`config.mk`:
```
export PLATFORM = sky130hd
export DESIGN_NAME = MonopixDigital
export DESIGN_NICKNAME = d
export VERILOG_FILES = /design/src/source/MonopixConfPkg.sv /design/src/source/MonopixTimingPkg.sv /design/src/source/BcidGenerator.sv /design/src/source/ConfigRegister.sv /design/src/source/MatrixPeriphery.sv /design/src/source/MonopixDigital.sv
export VERILOG_INCLUDE_DIRS = /design/src /design/src/include
export SDC_FILE = /design/constraint.sdc
export NUM_CORES = 1
export LEC_CHECK = 0
export BUFFER_PORTS_ARGS = -buffer_cell sky130_fd_sc_hd__buf_2
export CORE_MARGIN = 2
export CORE_UTILIZATION = 45
export DETAILED_ROUTE_END_ITERATION = 8
export PLACE_DENSITY = 0.73
export SKIP_LAST_GASP = 1
export SLEW_MARGIN = 20
export SYNTH_ARGS = -nofsm -noshare
export SYNTH_HDL_FRONTEND = slang
export SYNTH_HIERARCHICAL = 1
export SYNTH_SLANG_ARGS = --single-unit
```
`constraint.sdc`:
```
create_clock -name ClkBx -period 1.15 [get_ports ClkBx]
set_input_delay 0.115 -clock ClkBx [delete_from_list [all_inputs] [get_ports ClkBx]]
set_output_delay 0.115 -clock ClkBx [all_outputs]
set_load 0.03 [all_outputs]
```
`src/include/monopix_params.svh`:
```
`ifndef MONOPIX_PARAMS_SVH
`define MONOPIX_PARAMS_SVH

`define NUM_FLAVORS 4        // PMOS no SF, PMOS, COMP, HV
`define MATRIX_COLS 16       // Injection columns
`define MON_LINES   4        // Digital monitor lines per flavor
`define BCID_BITS   6
`define CONF_BITS   42

// Global configuration layout, LSB first
`define CONF_EN_HITOR_LSB    0   // Active low, true hit-or pads
`define CONF_NEN_HITOR_LSB   4   // Active low, complementary hit-or pads
`define CONF_COL_PULSE_LSB   8   // Column injection select
`define CONF_INJ_MON_L       24
`define CONF_INJ_MON_R       25
// Flavor f owns bits f*MON_LINES up to f*MON_LINES+MON_LINES-1 of this field
`define CONF_DIG_MON_SEL_LSB 26

`endif

```
`src/source/MonopixConfPkg.sv`:
```
`include "monopix_params.svh"

package MonopixConfPkg;

    // Whole global configuration word as it sits in the latch
    typedef logic [`CONF_BITS-1:0] tConfWord;

    // One bit per flavor, used by both hit-or pad enables
    typedef logic [`NUM_FLAVORS-1:0] tFlavorMask;

    // One bit per injection column
    typedef logic [`MATRIX_COLS-1:0] tColMask;

    // One bit per digital monitor line, flavor-major
    typedef logic [`NUM_FLAVORS*`MON_LINES-1:0] tMonSel;

    // Power-up configuration
    // Both hit-or pad enables are active low, so all ones keeps the pads quiet.
    // Injection and monitor selection start cleared.
    localparam tConfWord DEFAULT_CONF =
        (tConfWord'({`NUM_FLAVORS{1'b1}}) << `CONF_EN_HITOR_LSB) |
        (tConfWord'({`NUM_FLAVORS{1'b1}}) << `CONF_NEN_HITOR_LSB);

endpackage

```
`src/source/MonopixTimingPkg.sv`:
```
`include "monopix_params.svh"

package MonopixTimingPkg;

    // Bunch-crossing count, binary inside the counter, Gray on the output
    typedef logic [`BCID_BITS-1:0] tBcid;

    // Raw digital monitor levels coming from the matrix, flavor-major
    typedef logic [`NUM_FLAVORS*`MON_LINES-1:0] tMonLines;

endpackage

```
`src/source/BcidGenerator.sv`:
```
`timescale 1ns/1ns
`include "monopix_params.svh"

module BcidGenerator (
    input  logic                   ClkBx,
    input  logic                   reset_ff,
    input  logic                   ResetBcid,   // Synchronous counter clear
    output MonopixTimingPkg::tBcid Bcid
);
    import MonopixTimingPkg::*;

    logic resetBcidQ;
    tBcid binCnt;

    // One register stage on the BCID reset line
    always_ff @(posedge ClkBx) begin
        if (reset_ff) begin
            resetBcidQ <= 1'b0;
        end else begin
            resetBcidQ <= ResetBcid;
        end
    end

    // Free running, wraps at 2**BCID_BITS
    always_ff @(posedge ClkBx) begin
        if (reset_ff || resetBcidQ) begin
            binCnt <= '0;
        end else begin
            binCnt <= binCnt + 1'b1;
        end
    end

    // Gray code so the matrix never samples a multi-bit transition
    always_ff @(posedge ClkBx) begin
        if (reset_ff) begin
            Bcid <= '0;
        end else begin
            Bcid <= binCnt ^ (binCnt >> 1);
        end
    end

    // Undisturbed counting moves the published code by a single bit
    assert property (@(posedge ClkBx) disable iff (reset_ff)
        (!$past(resetBcidQ, 1) && !$past(resetBcidQ, 2) &&
         !$past(reset_ff, 1) && !$past(reset_ff, 2))
        |-> $onehot(Bcid ^ $past(Bcid)));

endmodule

```
`src/source/ConfigRegister.sv`:
```
`timescale 1ns/1ns
`include "monopix_params.svh"

module ConfigRegister (
    input  logic                     ClkBx,
    input  logic                     reset_ff,
    input  logic                     ShiftEn,   // One bit per cycle while high
    input  logic                     SiConf,
    input  logic                     LdConf,
    input  logic                     DefConf,   // Forces the default word
    output logic                     SoConf,
    output MonopixConfPkg::tConfWord Conf
);
    import MonopixConfPkg::*;

    tConfWord shiftReg;
    tConfWord confLatch;

    // Serial chain
    // New bit enters at the LSB, the oldest bit leaves at the MSB, so a word
    // goes in MSB first and the held word reads back MSB first.
    always_ff @(posedge ClkBx) begin
        if (reset_ff) begin
            shiftReg <= DEFAULT_CONF;
        end else if (ShiftEn) begin
            shiftReg <= {shiftReg[`CONF_BITS-2:0], SiConf};
        end
    end

    // Latch takes the chain as it was before this edge
    always_ff @(posedge ClkBx) begin
        if (reset_ff) begin
            confLatch <= DEFAULT_CONF;
        end else if (LdConf) begin
            confLatch <= shiftReg;
        end
    end

    assign SoConf = shiftReg[`CONF_BITS-1];  // Straight from a flop

    // Default override acts without a clock edge
    assign Conf = DefConf ? DEFAULT_CONF : confLatch;

    // Load path, chain contents show up on Conf one edge later
    assert property (@(posedge ClkBx) disable iff (reset_ff)
        ($past(LdConf) && !$past(reset_ff) && !DefConf) |-> (Conf == $past(shiftReg)));

endmodule

```
`src/source/MatrixPeriphery.sv`:
```
`timescale 1ns/1ns
`include "monopix_params.svh"

module MatrixPeriphery (
    input  logic                       ClkBx,
    input  logic                       reset_ff,
    input  logic                       Pulse,      // Injection strobe
    input  MonopixTimingPkg::tMonLines DigMon,
    input  MonopixConfPkg::tConfWord   Conf,
    output MonopixConfPkg::tColMask    InjIn,
    output logic                       InjMonL,
    output logic                       InjMonR,
    output MonopixConfPkg::tFlavorMask HitOrPad,
    output MonopixConfPkg::tFlavorMask HitOrNPad
);
    import MonopixConfPkg::*;
    import MonopixTimingPkg::*;

    tFlavorMask enHitOr;    // Active low
    tFlavorMask nEnHitOr;   // Active low
    tColMask    colPulseSel;
    logic       injMonLSel;
    logic       injMonRSel;
    tMonSel     digMonSel;
    tFlavorMask hitOr;

    // Configuration fields
    assign enHitOr     = Conf[`CONF_EN_HITOR_LSB +: `NUM_FLAVORS];
    assign nEnHitOr    = Conf[`CONF_NEN_HITOR_LSB +: `NUM_FLAVORS];
    assign colPulseSel = Conf[`CONF_COL_PULSE_LSB +: `MATRIX_COLS];
    assign injMonLSel  = Conf[`CONF_INJ_MON_L];
    assign injMonRSel  = Conf[`CONF_INJ_MON_R];
    assign digMonSel   = Conf[`CONF_DIG_MON_SEL_LSB +: `NUM_FLAVORS*`MON_LINES];

    // Selected monitor lines of each flavor reduced to one hit-or
    always_comb begin
        for (int f = 0; f < `NUM_FLAVORS; f++) begin
            hitOr[f] = |(DigMon[f*`MON_LINES +: `MON_LINES] &
                         digMonSel[f*`MON_LINES +: `MON_LINES]);
        end
    end

    // Injection gating
    always_ff @(posedge ClkBx) begin
        if (reset_ff) begin
            InjIn   <= '0;
            InjMonL <= 1'b0;
            InjMonR <= 1'b0;
        end else begin
            InjIn   <= {`MATRIX_COLS{Pulse}} & colPulseSel;
            InjMonL <= Pulse & injMonLSel;  // Left monitor pixel
            InjMonR <= Pulse & injMonRSel;  // Right monitor pixel
        end
    end

    // Pad drivers, a disabled pad reads as 0
    always_ff @(posedge ClkBx) begin
        if (reset_ff) begin
            HitOrPad  <= '0;
            HitOrNPad <= '0;
        end else begin
            HitOrPad  <= hitOr & ~enHitOr;
            HitOrNPad <= ~hitOr & ~nEnHitOr;  // Complementary pad
        end
    end

    // A pad pair never shows the same high level
    assert property (@(posedge ClkBx) disable iff (reset_ff)
        (HitOrPad & HitOrNPad) == '0);

endmodule

```
`src/source/MonopixDigital.sv`:
```
`timescale 1ns/1ns

module MonopixDigital (
    input  logic                       ClkBx,
    input  logic                       reset_ff,
    input  logic                       ShiftEn,
    input  logic                       SiConf,
    input  logic                       LdConf,
    input  logic                       DefConf,
    input  logic                       ResetBcid,
    input  logic                       Pulse,
    input  MonopixTimingPkg::tMonLines DigMon,
    output logic                       SoConf,
    output MonopixTimingPkg::tBcid     Bcid,
    output MonopixConfPkg::tColMask    InjIn,
    output logic                       InjMonL,
    output logic                       InjMonR,
    output MonopixConfPkg::tFlavorMask HitOrPad,
    output MonopixConfPkg::tFlavorMask HitOrNPad
);
    import MonopixConfPkg::*;

    tConfWord conf;  // Active global configuration

    ConfigRegister ConfigRegister_i (
        .ClkBx    (ClkBx),
        .reset_ff (reset_ff),
        .ShiftEn  (ShiftEn),
        .SiConf   (SiConf),
        .LdConf   (LdConf),
        .DefConf  (DefConf),
        .SoConf   (SoConf),
        .Conf     (conf)
    );

    // Counter runs on its own, no configuration involved
    BcidGenerator BcidGenerator_i (
        .ClkBx     (ClkBx),
        .reset_ff  (reset_ff),
        .ResetBcid (ResetBcid),
        .Bcid      (Bcid)
    );

    MatrixPeriphery MatrixPeriphery_i (
        .ClkBx     (ClkBx),
        .reset_ff  (reset_ff),
        .Pulse     (Pulse),
        .DigMon    (DigMon),
        .Conf      (conf),
        .InjIn     (InjIn),
        .InjMonL   (InjMonL),
        .InjMonR   (InjMonR),
        .HitOrPad  (HitOrPad),
        .HitOrNPad (HitOrNPad)
    );

endmodule

```
# Word-level counts from Yosys, hierarchy flattened
# Cells that the tools add are included.
word_totals:
  romBits: 0
  input_bits: 24
  latchBits: 0
  n_memories: 0
  reg_bits: 123
  ram_bits: 0
  out_inout_bits: 33
op_classes:
  eq_ne: 0
  bitwise: 13
  div: 0
  multipliers: 0
  addsub: 1
  mux: 1
  n_reduce_logical: 5
  n_shift: 0
  order_cmp: 0
op_table:
  columns: ["cell", "count"]
  rows:
  - ["$mux 42", 1]
  - ["$and 4x4->4", 6]
  - ["$and 16x16->16", 1]
  - ["$reduce_or 4->1", 4]
  - ["$not 4->4", 3]
  - ["$add 6x1->6 const B", 1]
  - ["$xor 6x5->6", 1]
  - ["$and 1x1->1", 2]
  - ["$logic_or 1x1->1", 1]

# Logic depth before layout (Yosys ltp)
logic_depth:
  ltp_word: 5
  mapped_depth: 4
  depth_no_buf: 3

# By module
# Netlist, hierarchy kept.
modules_own_cells:
  columns: ["mod", "cells_per_inst", "seq_area_each_um2", "area_per_inst_um2", "n_inst"]
  rows:
  - ["ConfigRegister", 317, 1681.6, 3354.5, 1]
  - ["MatrixPeriphery", 67, 520.5, 820.8, 1]
  - ["BcidGenerator", 42, 260.2, 498.0, 1]

# Worst setup path before layout
# OpenSTA, ideal clock, no wires.
synth_path:
  kind: "flip-flop to flip-flop"
  start: "register BcidGenerator_i.binCnt[2]"
  end: "register BcidGenerator_i.binCnt[5]"
  slack_ns: 0.119
  arrival_time_ns: 0.910
  stages_incl_launch_ff: 4
  period_less_slack_ns: 1.031
  path_buffers: 0
  path_cell_list: "dfxtp_1 ha_1 nand3_1 mux2_2"
synth_between:
  elab_chain_len: 1
synth_lines:
  columns: ["item", "line", "text"]
  rows:
  - ["start, declared", "BcidGenerator.sv:13", "tBcid binCnt;"]
  - ["start signal, assigned", "BcidGenerator.sv:29", "binCnt <= binCnt + 1'b1;"]
  - ["$add 6x1->6", "BcidGenerator.sv:29", null]
# Every way passes these cells.
# A chain may end at the register's enable or synchronous reset.

# Worst setup path in the final report
layout_path:
  start: "register ConfigRegister_i.shiftReg[41]"
  end: "output SoConf"
layout_rtl:
  columns: ["item", "line", "text"]
  rows:
  - ["start, declared", "ConfigRegister.sv:16", "tConfWord shiftReg;"]
  - ["start signal, assigned", "ConfigRegister.sv:26", "shiftReg <= {shiftReg[`CONF_BITS-2:0], SiConf};"]
  - ["end, declared", "MonopixDigital.sv:13", "output logic SoConf,"]
# No word-level cell between the ends.

==> metrics.csv <==
stage;metric;value;unit
sta;post-route minimum period;1120;ps
worst_hold_path;Hold Path Cell Cnt;3;
placement;placed instance area;5030;um2
grt;number of global-route vias before repair;3017;
clock_network;CTS sink cnt;123;
worst_setup_path;total buffers and inverters traversed by the critical path;1;
floorplan;die boundary height;106;um
yosys;summed instance area of the synthesized netlist;4670;um2
final_layout;area added between synthesis and finish;26.8;%
clock_network;number of H-tree branching levels;4;
sta;Max-Slew Margin vs Limit;0.628;
final_layout;design area;5920;um2
routing;average wire per standard cell;12.9;um
clock_network;total CTS buffers;17;
pwr;total chip power;10.2;mW
pwr;power per cell area;1720;nW/um2
final_layout;layout cell share with drive strength beyond 1;0.266;
floorplan;starting density of the core;0.459;
sta;share of the clock period used by the worst path;0.976;
placement;port bufs;56;
worst_setup_path;cells on worst reg2reg path;3;
yosys;sequential share of the synthesized area;0.527;
routing;Total Wirelength;8.44;mm
worst_setup_path;startpoint types;register;
floorplan;die width;106;um
sta;achievable clock frequency;891;MHz
final_layout;commonest non-fill, non-tap cell in the layout;sky130_fd_sc_hd__dfxtp_1;
floorplan;Std-Cell Rows;37;
yosys;total number of yosys warnings;6;
sta;final count of negative-setup-slack endpoints;0;
final_layout;fillers;857;
worst_hold_path;capture endpoint of the worst hold path;MatrixPeriphery_i/InjIn[12];
grt;Remaining Overflow, GRT;0;
sta;unrepaired setup endpoints after global routing;yes;
worst_setup_path;WS Path Type;reg -> out;
worst_hold_path;startpoint of the tightest hold check path;Pulse;
clock_network;clock transition at the registers of the reported paths;60;ps
routing;Detailed Routing Iterations Pass 1;4;
floorplan;Top Ports;57;
sta;Slew Viols, Final;0;
final_layout;Diodes inserted;0;
clock_network;TritonCTS clock tree;yes;
grt;maximum number of pins on one net before global-route repair;40;
worst_setup_path;slowest cell delay on critical path;370;ps
sta;final number of hold-violating endpoints;0;
clock_network;number of buffers inserted to repair setup after CTS;0;
final_layout;final net count;533;
worst_setup_path;Worst path top cell family by delay;flip-flops;
run_status;run status;complete, no violations;
yosys;synthesized net count;454;
sta;worst hold slack;63.9;ps
sta;actual slew at the worst max-slew pin;558;ps
clock_network;CTS Root Buffer Type;sky130_fd_sc_hd__clkbuf_8;
routing;drt initial violations;104;
pwr;reported leakage power;2.62;nW
worst_setup_path;WP data required;1030;ps
placement;post-placement setup slack;-124;ps
sta;Setup Total Neg Slack;0;ps
final_layout;footprint of the flip-flops and latches;2470;um2
yosys;Cell variety after synth;35;
grt;overall track demand over capacity in global routing;0.159;
worst_hold_path;path type of the worst min-delay path;in -> reg;
routing;DRC errors left;0;
clock_network;Worst-Skew Late Latency;520;ps
clock_network;maximum number of buffers from clock root to sink;2;
routing;via count;3106;
worst_setup_path;cell-by-cell listing of the critical path;buf_6;
worst_setup_path;critical path fanouts, max;3;
routing;number of antenna-violating nets in the routed design;0;
placement;Placer Congestion;0.757;
floorplan;full die area;11200;um2
routing;drt via density;4.75;
worst_setup_path;Worst Path Arrival;1010;ps
placement;detailed-placement wirelength estimate;5.45;mm
grt;global-route wire length before repair;13.9;mm
pwr;worst vdd ir;1.01;mV
floorplan;Core Footprint;10200;um2
sta;crit path setup slack, layout;27.3;ps
yosys;Synth Area per Inst;11.0;um2
final_layout;area taken by multi-input logic gates;1950;um2
worst_setup_path;source of the worst register-to-register timing path;BcidGenerator_i/binCnt[3];
worst_setup_path;worst r2r dst;BcidGenerator_i/binCnt[5];
yosys;gate count after technology mapping;426;
final_layout;most frequent cells in the layout;sky130_fd_sc_hd__dfxtp_1, sky130_fd_sc_hd__nor2_1, sky130_fd_sc_hd__mux2i_1;
worst_setup_path;cell with the biggest individual delay on the critical path;sky130_fd_sc_hd__dfxtp_4;
job;max_cap viols;0;
worst_setup_path;crit path capture type;primary output;
worst_setup_path;Worst R2R Setup Slack;90;ps
grt;number of antenna violations at the first check in global routing;0;
yosys;number of flip-flops and latches in the synthesized netlist;123;
sta;clock tree skew after final layout;10.1;ps
[worst max path at each step]
stage,from,end,slack [ps],cells past startpoint
final,ConfigRegister_i/shiftReg[41],SoConf,30,1
after detailed placement,DefConf,MatrixPeriphery_i/HitOrNPad[2],-120,4
after floorplan,BcidGenerator_i/binCnt[2],BcidGenerator_i/binCnt[5],120,3
after CTS,ConfigRegister_i/shiftReg[41],SoConf,-20,1
after global routing,ConfigRegister_i/shiftReg[41],SoConf,-10,1
after global placement,DefConf,MatrixPeriphery_i/HitOrNPad[2],-60,4
[cell families after synthesis]
family	synth area share
DFF	0.527
adders and majority gates	0.0107
xor gates and xnor gates	0.00375
AOI/OAI and AO/OA	0.0578
and+or+nand+nor	0.197
buffers and inverters	0.0560
muxes	0.148
[cell usage after synthesis]
master | count | area (um2)
sky130_fd_sc_hd__buf_8 | 2 | 30.0
sky130_fd_sc_hd__and2b_1 | 8 | 60.1
sky130_fd_sc_hd__nor3b_1 | 1 | 7.51
sky130_fd_sc_hd__a211oi_1 | 3 | 22.5
sky130_fd_sc_hd__and3_1 | 3 | 18.8
sky130_fd_sc_hd__buf_2 | 2 | 10.0
sky130_fd_sc_hd__buf_6 | 5 | 56.3
sky130_fd_sc_hd__nor2_1 | 76 | 285
sky130_fd_sc_hd__nor2b_1 | 42 | 263
sky130_fd_sc_hd__dfxtp_1 | 123 | 2460
sky130_fd_sc_hd__or2_4 | 1 | 8.76
sky130_fd_sc_hd__and2b_2 | 5 | 43.8
sky130_fd_sc_hd__a21bo_2 | 2 | 20.0
sky130_fd_sc_hd__and2_1 | 3 | 18.8
sky130_fd_sc_hd__a21oi_2 | 2 | 17.5
sky130_fd_sc_hd__mux2_2 | 1 | 11.3
sky130_fd_sc_hd__or2_2 | 8 | 50.1
sky130_fd_sc_hd__a211o_1 | 16 | 140
sky130_fd_sc_hd__a22oi_1 | 6 | 45.0
sky130_fd_sc_hd__ha_1 | 4 | 50.1
sky130_fd_sc_hd__o21a_1 | 1 | 7.51
sky130_fd_sc_hd__nand3_1 | 1 | 5.00
sky130_fd_sc_hd__mux2i_1 | 68 | 681
sky130_fd_sc_hd__nor3_1 | 1 | 5.00
sky130_fd_sc_hd__inv_1 | 1 | 3.75
sky130_fd_sc_hd__nor2b_4 | 1 | 13.8
sky130_fd_sc_hd__nand3b_1 | 2 | 15.0
sky130_fd_sc_hd__and2_2 | 15 | 113
sky130_fd_sc_hd__nor2_2 | 1 | 6.26
sky130_fd_sc_hd__xnor2_1 | 2 | 17.5
sky130_fd_sc_hd__buf_1 | 5 | 18.8
sky130_fd_sc_hd__buf_12 | 6 | 120
sky130_fd_sc_hd__clkbuf_1 | 6 | 22.5
sky130_fd_sc_hd__a22o_1 | 2 | 17.5
sky130_fd_sc_hd__nor4_1 | 1 | 6.26
[registers in the layout, indices dropped and copies added (netlist names)]
name and flops:
BcidGenerator_i/resetBcidQ 1, MatrixPeriphery_i/InjMonR 1, ConfigRegister_i/confLatch 42, BcidGenerator_i/binCnt 6, ConfigRegister_i/shiftReg 42, MatrixPeriphery_i/HitOrPad 4
BcidGenerator_i/Bcid 6, MatrixPeriphery_i/HitOrNPad 4, MatrixPeriphery_i/InjMonL 1, MatrixPeriphery_i/InjIn 16
[power breakdown]
group          internal, mW  switching [mW]  leakage [nW]
sequential             4.33          0.0400         0.998
combinational         0.259           0.261          1.33
clock                  3.34            1.99         0.294
[metal layers]
metal	global-route usage	vias to the layer above	wire [um]
met5	0	-	0
met4	0.0648	0	103
met3	0.0521	10	297
met2	0.264	53	4160
met1	0.190	1459	3880
li1	-	1584	-
[through the flow]
stage / std cells / util
floorplan: 426 / -
global placement: 603 / 0.493
detailed placement: 603 / 0.493
CTS: 654 / 0.573
global route: 654 / 0.582
finish: 654 / 0.582
[area by class of cell]
cell class	count	area share
well taps	136	0.0287
multi-input cells	276	0.329
repair buffers	86	0.123
inverters	1	0.000634
flip-flops and latches	123	0.416
clock buffers	17	0.0699
clock inverters	15	0.0315
[repair_timing]
action / CTS / global route
endpoints found under the hold margin: 12 / 0
setup endpoints to repair: 6 / 30
hold buffers: 19 / 0
gates resized for setup: 8 / 53
Note: power is estimated with default switching activity, not from simulation.
